[src/hdl/frame_pkg.sv]
package frame_pkg;

   // data widths
   localparam int BYTE_W = 8;
   localparam int WORD_W = 32;
   localparam int LANES = WORD_W / BYTE_W;

   // buffer geometry
   localparam int BUF_BYTES = 256;
   localparam int BYTE_ADDR_W = 8;
   localparam int WORD_ADDR_W = 6;

   // length in bytes, wide enough to hold a full buffer
   localparam int LEN_W = 9;
   // word count of a frame, 0 to 64
   localparam int WORD_CNT_W = 7;
   // valid lane count, 1 to 4
   localparam int LANE_CNT_W = 3;

   // FLUSH lets the in-flight reads drain out of the pipeline
   typedef enum logic [1:0] {
      IDLE,
      DRAIN,
      FLUSH
   } drain_state_e;

   typedef struct packed {
      logic              valid;
      logic [BYTE_W-1:0] data;
      logic              frame_end;
   } byte_in_t;

   typedef struct packed {
      logic                   en;
      logic [WORD_ADDR_W-1:0] addr;
      logic                   last;
      logic [LANE_CNT_W-1:0]  lanes;
   } rd_req_t;

   typedef struct packed {
      logic              valid;
      logic              last;
      logic [WORD_W-1:0] data;
   } word_out_t;

endpackage

[src/hdl/sym_2p_ram.sv]
`timescale 1ns/1ps

module sym_2p_ram #(
   parameter int DATA_W = 8,
   parameter int ADDR_W = 6
) (
   input  logic              clk_i,
   // write port
   input  logic              w_en_i,
   input  logic [ADDR_W-1:0] w_addr_i,
   input  logic [DATA_W-1:0] w_data_i,
   // read port
   input  logic              r_en_i,
   input  logic [ADDR_W-1:0] r_addr_i,
   output logic [DATA_W-1:0] r_data_o
);

   logic [DATA_W-1:0] mem [2**ADDR_W];

   always_ff @(posedge clk_i) begin
      if (w_en_i) begin
         mem[w_addr_i] <= w_data_i;
      end
   end

   // read data holds while r_en_i is low
   always_ff @(posedge clk_i) begin
      if (r_en_i) begin
         r_data_o <= mem[r_addr_i];
      end
   end

endmodule

[src/hdl/asym_2p_ram.sv]
`timescale 1ns/1ps

// addresses count units of the narrower port, which is the write side here
// built from MAX_W / MIN_W symmetric blocks of MIN_W bits each
module asym_2p_ram #(
   parameter int W_DATA_W = 8,
   parameter int R_DATA_W = 32,
   parameter int ADDR_W = 8
) (
   input  logic                clk_i,
   // write port
   input  logic                w_en_i,
   input  logic [W_DATA_W-1:0] w_data_i,
   input  logic [ADDR_W-1:0]   w_addr_i,
   // read port
   input  logic                r_en_i,
   input  logic [ADDR_W-1:0]   r_addr_i,
   output logic [R_DATA_W-1:0] r_data_o
);

   localparam int MAX_W = (W_DATA_W > R_DATA_W) ? W_DATA_W : R_DATA_W;
   localparam int MIN_W = (W_DATA_W < R_DATA_W) ? W_DATA_W : R_DATA_W;
   localparam int N = MAX_W / MIN_W;
   localparam int N_W = $clog2(N);
   localparam int BLK_AW = ADDR_W - N_W;

   logic [N-1:0]     blk_w_en;
   logic [MIN_W-1:0] blk_w_data [N];
   logic [MIN_W-1:0] blk_r_data [N];

   // low address bits pick the block, the rest index inside it
   for (genvar i = 0; i < N; i++) begin : g_blk
      sym_2p_ram #(
         .DATA_W (MIN_W),
         .ADDR_W (BLK_AW)
      ) i_sym_2p_ram (
         .clk_i    (clk_i),
         .w_en_i   (blk_w_en[i]),
         .w_addr_i (w_addr_i[ADDR_W-1:N_W]),
         .w_data_i (blk_w_data[i]),
         .r_en_i   (r_en_i),
         .r_addr_i (r_addr_i[ADDR_W-1:N_W]),
         .r_data_o (blk_r_data[i])
      );
   end

   if (W_DATA_W < R_DATA_W) begin : g_wr_narrow
      // serial write into one block, parallel read in lane order
      for (genvar i = 0; i < N; i++) begin : g_lane
         assign blk_w_en[i] = w_en_i && (w_addr_i[N_W-1:0] == N_W'(i));
         assign blk_w_data[i] = w_data_i;
         assign r_data_o[i*MIN_W +: MIN_W] = blk_r_data[i];
      end
   end else if (W_DATA_W > R_DATA_W) begin : g_rd_narrow
      logic [N_W-1:0] r_sel_q;

      // block select follows the registered read data by one cycle
      always_ff @(posedge clk_i) begin
         if (r_en_i) begin
            r_sel_q <= r_addr_i[N_W-1:0];
         end
      end

      for (genvar i = 0; i < N; i++) begin : g_lane
         assign blk_w_en[i] = w_en_i;
         assign blk_w_data[i] = w_data_i[i*MIN_W +: MIN_W];
      end

      assign r_data_o = blk_r_data[r_sel_q];
   end else begin : g_equal
      assign blk_w_en[0] = w_en_i;
      assign blk_w_data[0] = w_data_i;
      assign r_data_o = blk_r_data[0];
   end

endmodule

[src/hdl/buffer_pointers.sv]
`timescale 1ns/1ps

module buffer_pointers (
   input  logic                               clk_i,
   input  logic                               reset_i,
   input  frame_pkg::byte_in_t                in_i,
   input  logic                               idle_i,
   input  logic                               next_word_i,
   input  logic                               drain_done_i,
   output logic                               w_en_o,
   output logic [frame_pkg::BYTE_ADDR_W-1:0]  w_addr_o,
   output logic [frame_pkg::LEN_W-1:0]        frame_len_o,
   output logic [frame_pkg::WORD_ADDR_W-1:0]  rd_addr_o,
   output logic                               overflow_o
);

   import frame_pkg::*;

   logic [LEN_W-1:0]       wr_ptr_q;
   logic [WORD_ADDR_W-1:0] rd_ptr_q;
   logic                   ovf_q;
   logic                   offered;
   logic                   full;

   // bytes only count while no drain is running
   assign offered = in_i.valid && idle_i;
   assign full = (wr_ptr_q == LEN_W'(BUF_BYTES));

   assign w_en_o = offered && !full;
   assign w_addr_o = wr_ptr_q[BYTE_ADDR_W-1:0];

   // includes a byte accepted in the frame end cycle
   assign frame_len_o = wr_ptr_q + LEN_W'(w_en_o);

   assign rd_addr_o = rd_ptr_q;
   assign overflow_o = ovf_q;

   always_ff @(posedge clk_i) begin
      if (reset_i || drain_done_i) begin
         wr_ptr_q <= '0;
         rd_ptr_q <= '0;
         ovf_q <= 1'b0;
      end else begin
         if (w_en_o) begin
            wr_ptr_q <= wr_ptr_q + 1'b1;
         end
         // sticky until the drain completes
         if (offered && full) begin
            ovf_q <= 1'b1;
         end
         if (next_word_i) begin
            rd_ptr_q <= rd_ptr_q + 1'b1;
         end
      end
   end

endmodule

[src/hdl/drain_fsm.sv]
`timescale 1ns/1ps

module drain_fsm (
   input  logic                              clk_i,
   input  logic                              reset_i,
   input  logic                              frame_end_i,
   input  logic [frame_pkg::LEN_W-1:0]       frame_len_i,
   input  logic [frame_pkg::WORD_ADDR_W-1:0] rd_addr_i,
   output frame_pkg::rd_req_t                req_o,
   output logic                              next_word_o,
   output logic                              idle_o,
   output logic                              drain_done_o,
   output logic                              busy_o
);

   import frame_pkg::*;

   drain_state_e          state_q;
   drain_state_e          state_d;
   logic [WORD_CNT_W-1:0] words_q;
   logic [LANE_CNT_W-1:0] lanes_q;
   logic                  tail_q;
   logic                  start;
   logic                  issue;
   logic                  last_word;

   assign start = frame_end_i && idle_o;
   assign issue = (state_q == DRAIN) && (words_q != '0);
   assign last_word = (WORD_CNT_W'(rd_addr_i) + WORD_CNT_W'(1)) == words_q;

   always_comb begin
      state_d = state_q;
      case (state_q)
         IDLE: begin
            if (start) begin
               state_d = DRAIN;
            end
         end
         DRAIN: begin
            // empty frame leaves at once
            if (!issue || last_word) begin
               state_d = FLUSH;
            end
         end
         FLUSH: state_d = IDLE;
         default: state_d = IDLE;
      endcase
   end

   always_ff @(posedge clk_i) begin
      if (reset_i) begin
         state_q <= IDLE;
         tail_q <= 1'b0;
      end else begin
         state_q <= state_d;
         // last word still in the output register
         tail_q <= (state_q == FLUSH);
      end
   end

   // word count and lanes of the final word
   always_ff @(posedge clk_i) begin
      if (start) begin
         words_q <= WORD_CNT_W'((frame_len_i + LEN_W'(LANES - 1)) >> $clog2(LANES));
         lanes_q <= (frame_len_i[1:0] == 2'd0) ? LANE_CNT_W'(LANES)
                                               : LANE_CNT_W'(frame_len_i[1:0]);
      end
   end

   assign req_o.en = issue;
   assign req_o.addr = rd_addr_i;
   assign req_o.last = issue && last_word;
   assign req_o.lanes = req_o.last ? lanes_q : LANE_CNT_W'(LANES);

   assign next_word_o = issue;
   assign busy_o = (state_q != IDLE) || tail_q;
   assign idle_o = !busy_o;
   assign drain_done_o = tail_q;

endmodule

[src/hdl/word_output_stage.sv]
`timescale 1ns/1ps

module word_output_stage (
   input  logic                         clk_i,
   input  logic                         reset_i,
   input  frame_pkg::rd_req_t           req_i,
   input  logic [frame_pkg::WORD_W-1:0] rd_data_i,
   output frame_pkg::word_out_t         out_o
);

   import frame_pkg::*;

   rd_req_t           tag_q;
   logic [WORD_W-1:0] masked;
   logic              out_valid_q;
   logic              out_last_q;
   logic [WORD_W-1:0] out_data_q;

   // tag lines up with the RAM data one cycle later
   always_ff @(posedge clk_i) begin
      if (reset_i) begin
         tag_q <= '0;
      end else begin
         tag_q <= req_i;
      end
   end

   // lanes never written in this frame read as zero
   always_comb begin
      for (int l = 0; l < LANES; l++) begin
         if (LANE_CNT_W'(l) < tag_q.lanes) begin
            masked[l*BYTE_W +: BYTE_W] = rd_data_i[l*BYTE_W +: BYTE_W];
         end else begin
            masked[l*BYTE_W +: BYTE_W] = '0;
         end
      end
   end

   always_ff @(posedge clk_i) begin
      if (reset_i) begin
         out_valid_q <= 1'b0;
         out_last_q <= 1'b0;
      end else begin
         out_valid_q <= tag_q.en;
         out_last_q <= tag_q.last;
      end
   end

   always_ff @(posedge clk_i) begin
      if (tag_q.en) begin
         out_data_q <= masked;
      end
   end

   assign out_o = '{valid: out_valid_q, last: out_last_q, data: out_data_q};

endmodule

[src/hdl/frame_packer_top.sv]
`timescale 1ns/1ps

module frame_packer_top (
   input  logic                 clk_i,
   input  logic                 reset_i,
   input  frame_pkg::byte_in_t  in_i,
   output frame_pkg::word_out_t out_o,
   output logic                 busy_o,
   output logic                 overflow_o
);

   import frame_pkg::*;

   logic                   w_en;
   logic [BYTE_ADDR_W-1:0] w_addr;
   logic [LEN_W-1:0]       frame_len;
   logic [WORD_ADDR_W-1:0] rd_addr;
   logic                   idle;
   logic                   next_word;
   logic                   drain_done;
   rd_req_t                rd_req;
   logic [WORD_W-1:0]      rd_data;

   buffer_pointers i_buffer_pointers (
      .clk_i        (clk_i),
      .reset_i      (reset_i),
      .in_i         (in_i),
      .idle_i       (idle),
      .next_word_i  (next_word),
      .drain_done_i (drain_done),
      .w_en_o       (w_en),
      .w_addr_o     (w_addr),
      .frame_len_o  (frame_len),
      .rd_addr_o    (rd_addr),
      .overflow_o   (overflow_o)
   );

   drain_fsm i_drain_fsm (
      .clk_i        (clk_i),
      .reset_i      (reset_i),
      .frame_end_i  (in_i.frame_end),
      .frame_len_i  (frame_len),
      .rd_addr_i    (rd_addr),
      .req_o        (rd_req),
      .next_word_o  (next_word),
      .idle_o       (idle),
      .drain_done_o (drain_done),
      .busy_o       (busy_o)
   );

   // byte write, word read; read address padded to byte units
   asym_2p_ram #(
      .W_DATA_W (BYTE_W),
      .R_DATA_W (WORD_W),
      .ADDR_W   (BYTE_ADDR_W)
   ) i_asym_2p_ram (
      .clk_i    (clk_i),
      .w_en_i   (w_en),
      .w_data_i (in_i.data),
      .w_addr_i (w_addr),
      .r_en_i   (rd_req.en),
      .r_addr_i ({rd_req.addr, {(BYTE_ADDR_W - WORD_ADDR_W){1'b0}}}),
      .r_data_o (rd_data)
   );

   word_output_stage i_word_output_stage (
      .clk_i     (clk_i),
      .reset_i   (reset_i),
      .req_i     (rd_req),
      .rd_data_i (rd_data),
      .out_o     (out_o)
   );

endmodule

[config.mk]
export PLATFORM = sky130hd
export DESIGN_NAME = frame_packer_top
export DESIGN_NICKNAME = d
export VERILOG_FILES = /design/src/hdl/frame_pkg.sv /design/src/hdl/sym_2p_ram.sv /design/src/hdl/asym_2p_ram.sv /design/src/hdl/buffer_pointers.sv /design/src/hdl/drain_fsm.sv /design/src/hdl/word_output_stage.sv /design/src/hdl/frame_packer_top.sv
export SDC_FILE = /design/constraint.sdc
export NUM_CORES = 2
export LEC_CHECK = 0
export ABC_AREA = 0
export BUFFER_PORTS_ARGS = -buffer_cell sky130_fd_sc_hd__buf_2
export CAP_MARGIN = 25
export CORE_MARGIN = 2
export CORE_UTILIZATION = 45
export CTS_CLUSTER_DIAMETER = 40
export DETAILED_ROUTE_END_ITERATION = 8
export SLEW_MARGIN = 20
export SYNTH_ARGS = -nofsm -noshare
export SYNTH_HDL_FRONTEND = slang
export SYNTH_SLANG_ARGS = --single-unit
[constraint.sdc]
create_clock -name clk_i -period 4.6 [get_ports clk_i]
set_input_delay 1.38 -clock clk_i [delete_from_list [all_inputs] [get_ports clk_i]]
set_output_delay 1.38 -clock clk_i [all_outputs]
set_load 0.05 [all_outputs]
==> results by stage <==
Synth:
- After synthesis the cells add up to ~0.084 mm2.
- The synthesized design spends more area on one cell type than any other, namely sky130_fd_sc_hd__edfxtp_1.
- The flip-flop and latch count after synthesis is 2148.
- Among all flip-flop cells after synthesis, the most frequent one is sky130_fd_sc_hd__edfxtp_1.
- Summed over its instances, the top area cell type makes up 75.9% of the synthesized netlist area.
- By count the netlist is led by 2122 x sky130_fd_sc_hd__edfxtp_1, 485 x sky130_fd_sc_hd__mux4_2, 296 x sky130_fd_sc_hd__nor2_1, 184 x sky130_fd_sc_hd__mux2i_1, 174 x sky130_fd_sc_hd__nand2_1.
- The Yosys step of the flow raised 0 warnings.
- sky130_fd_sc_hd__edfxtp_1 is the most common cell in the netlist.
- The mean cell area of the mapped netlist is between 20 and 25 um2.
- The number of nets in the synthesized netlist is around 4000.
- The share of synthesized registers carrying an async set or reset is 0%.
- The count of flip-flops with a built-in enable after synthesis is ~2100.
- Sorting the synthesized cells by area gives the leading types as sky130_fd_sc_hd__edfxtp_1 76%, sky130_fd_sc_hd__mux4_2 13%, sky130_fd_sc_hd__mux2i_1 2.2%, sky130_fd_sc_hd__nor2_1 1.3%, sky130_fd_sc_hd__nand2_1 0.78%.
- Synthesis produced approximately 4100 cells.
- The post-synthesis sequential area ratio is approximately 77%.
- Counting distinct cell types in the post-synthesis netlist gives 62.

STA:
- At the pin with the least slew margin, the transition time is 1.02 ns.
- The maximum clock skew at final layout is 0.0315 ns.
- The final critical-path share of the clock period is between 80% and 90%.
- For the finished layout, the period the worst path requires is around 3.7 ns.
- Setup repair after global routing left no endpoint under its margin.
- The number of pins exceeding their max-slew limit in the final report was 0.
- Derived from the worst setup path, the maximum achievable clock frequency is 0.269 GHz.
- The final-report hold violation count is 0.
- The worst-case headroom to the max-slew limit is a little under a third.
- The setup-violating endpoint count in the final report is 0.
- In the final timing run, aggregate negative setup slack is 0 ns.

Power and ir drop:
- The clock network fraction of design power is 43.6%.
- Across the VDD grid, the largest voltage drop is between 300 and 400 uV.
- Combinational logic is responsible for under 10% of the overall power.
- Net switching is ~22% of the power.
- Dividing total power by cell area gives a power density of roughly 450 mW/mm2.
- The internal power of the cells totals 33800 uW.
- Sequential cells burn 50.0% of the power.
- In this run the static leakage power is a little over 0.03 uW.
- The switching power total is about 9600 uW.

Setup path:
- The worst endpoint data arrival time is 4.20 ns.
- The kind of start point of the critical path is a flip-flop.
- The worst setup path is captured at a flip-flop.
- Walking the worst path, the cells encountered are nand2_1, nor2_1, nand2_1, nor2_1.
- The slowest cell on the critical path is sky130_fd_sc_hd__nor2_1.
- Of all nets on the critical path, the largest fanout is 13.
- The critical path class is flip-flop to flip-flop.
- In this design, the largest share of critical-path delay is due to simple AND/OR/NAND/NOR gates.
- The sum of buffers and inverters on the critical path is 0.
- On the worst path, the slowest cell contributes a delay of around 0.95 ns.
- At the worst endpoint, the required time is 5.09 ns.

Placed design:
- Detailed placement ended at an HPWL of about 150000 um.
- The congestion estimate from routability-driven global placement came to around 0.87.
- The number of placed instances, taps included is a little under 7000.
- Port buffering added 47 buffers.
- The post-placement cell area is between 0.08 and 0.09 mm2.

CTS:
- Post-CTS repair changed the size of 0 cells.
- The number of setup buffers added after CTS is 0.
- The total number of clock tree sinks is 2148.
- TritonCTS built the clock tree.
- The library cell used as clock root buffer is sky130_fd_sc_hd__clkbuf_16.
- Counting along the longest clock path gives a buffer depth of 3.
- The clock tree synthesis step divided the H-tree into 4 levels.
- The number of hold buffers added after CTS was 0.
- The clock reaches the later pin of the worst-skew pair after ~0.87 ns.
- The clock transition at the registers of the reported paths is approximately 0.060 ns.
- In this run, CTS created clock tree buffers numbering about 240.

Status:
- The flow ran to the end, and the final reports show no timing, DRC or antenna violations.

Detailed routing:
- The DRC violation count after routing is 0.
- The residual antenna-violating net count after detailed routing is 0.
- The number of search-and-repair iterations in the first detailed-routing pass is 7.
- After detailed routing, the number of vias per cell comes to 5.96.
- The average wire per standard cell is between 30 and 40 um.
- The via total after detailed routing is ~43000.
- The routed design has between 200000 and 250000 um of wire.
- The number of DRC violations after detailed-routing iteration 0 is slightly above 5000.

Finish:
- After the last flow step, the layout net total stands at about 4500.
- The final core area utilization is roughly 52%.
- The proportion of layout cells with a drive suffix above 1 is around 29%.
- The area added between synthesis and finish is 15.7%.
- The final standard cell count with taps included and fillers excluded is 7172.
- The finished cells cover 0.0971 mm2.

Floorplanning:
- The die is approximately 440 um tall.
- The die outline area is 0.190 mm2.
- The effective utilization at floorplan is a little under half.
- The initialized floorplan defines 158 standard-cell rows.
- The core area is between 0.15 and 0.2 mm2.
- For this design the top-level I/O count stands at between 40 and 50.
- The width of the die is between 400 and 500 um.

Global route:
- The maximum number of pins on one net before global-route repair is 111.
- The first global-routing pass estimated around 330000 um of wire.
- The via count of the first global-routing pass is around 42000.
- The overall overflow remaining after global route is 0.
- The number of antenna violations at the first check in global routing was 16.
- The aggregate global-route resource usage is roughly 24%.

Run:
- Across the run, the number of max-cap violations was 0.

Min path:
- The worst hold path belongs to the class flip-flop to flip-flop.
metrics by stage:
stage / hold WS (ns) / total power (uW) / setup slack (ns)
after CTS: 0.449 / 43600 / 1.01
after floorplan: 0.414 / 23900 / 0.679
final: 0.453 / 43300 / 0.885
after global routing: 0.484 / 44500 / 0.727
after global placement: 0.435 / 24900 / 0.425
after detailed placement: 0.436 / 24900 / 0.477
logic make-up (layout without fill, tap and decap cells):
kind of cell	after synthesis	after routing	share of synthesized area, %
compound gates	297	297	2.50
buf+inv	250	883	1.81
flops	2148	2148	76.6
fa+ha+maj	9	9	0.128
mux	686	686	15.4
simple gates	633	633	3.28
xor+xnor	28	28	0.292
other cells	0	8	0
final timing paths:
path	from	slack, ns	to	cells past startpoint
worst min register to register	i_word_output_stage.tag_q[3]$_SDFF_PP0_	0.45	i_word_output_stage.out_last_q$_SDFF_PP0_	1
worst max-delay path	i_buffer_pointers.wr_ptr_q[2]$_SDFFE_PP0N_	0.88	i_asym_2p_ram.g_blk[3].i_sym_2p_ram.mem[55][0]$_DFFE_PP_	4
worst max register to register	i_buffer_pointers.wr_ptr_q[2]$_SDFFE_PP0N_	0.88	i_asym_2p_ram.g_blk[3].i_sym_2p_ram.mem[55][0]$_DFFE_PP_	4
worst min-delay path	i_word_output_stage.tag_q[3]$_SDFF_PP0_	0.45	i_word_output_stage.out_last_q$_SDFF_PP0_	1
sequential cells by signal, indices dropped and copies added, names as in the netlist:
name and count:
i_drain_fsm.drain_done_o 1, i_drain_fsm.state_q 2, i_buffer_pointers.rd_addr_o 6, i_drain_fsm.words_q 7, i_asym_2p_ram.g_blk.i_sym_2p_ram.mem 2048, i_word_output_stage.out_valid_q 1, i_buffer_pointers.overflow_o 1, i_buffer_pointers.wr_ptr_q 9
i_drain_fsm.lanes_q 3, i_asym_2p_ram.g_blk.i_sym_2p_ram.r_data_o 32, i_word_output_stage.out_last_q 1, i_word_output_stage.out_data_q 32, i_word_output_stage.tag_q 5
worst register-to-register path, cell delays in order, from the launching register on:
cell and delay (ns):
sky130_fd_sc_hd__dfxtp_1 0.62, sky130_fd_sc_hd__nand2_1 0.31, sky130_fd_sc_hd__nor2_1 0.63, sky130_fd_sc_hd__nand2_1 0.83, sky130_fd_sc_hd__nor2_1 0.95
power by group through the flow:
stage | sequential [uW] | combinational [uW] | clock, uW
after global placement | 22100 | 2780 | 0
final | 21700 | 2780 | 18900
after detailed placement | 22100 | 2800 | 0
after floorplan | 22100 | 1790 | 0
after global routing | 21700 | 2940 | 19900
after CTS | 21700 | 2810 | 19100
cell type report:
| cell class | count | area (um2) |
|---|---|---|
| diodes | 8 | 20.0 |
| clock buffers | 278 | 6190 |
| clock inverters | 156 | 1660 |
| fillers | 14654 | 88300 |
| inverters | 15 | 61.3 |
| multi-input cells | 1653 | 18200 |
| flip-flops and latches | 2148 | 64300 |
| well taps | 2480 | 3100 |
| repair buffers | 434 | 3620 |
metal layers:
| metal | track usage, % | vias to the layer above | share of wire, % | wire [um] |
|---|---|---|---|---|
| met3 | 5.78 | 446 | 8.7 | 20100 |
| li1 | - | 17593 | - | - |
| met5 | 0 | - | 0.045 | 105 |
| met2 | 37.7 | 2050 | 47 | 109000 |
| met4 | 10.3 | 18 | 4.3 | 9930 |
| met1 | 33.1 | 22627 | 40 | 92400 |
cell usage in the layout (no fill, tap or decap), drive strengths merged, types with 68 or more instances in the layout:
| cell | instances |
|---|---|
| edfxtp | 2122 |
| mux4 | 485 |
| buf | 426 |
| nor2 | 296 |
| clkbuf | 286 |
| mux2i | 184 |
| nand2 | 177 |
| clkinv | 80 |
| a22oi | 79 |
| a21oi | 68 |
Note: power is estimated with default switching activity, not from simulation.
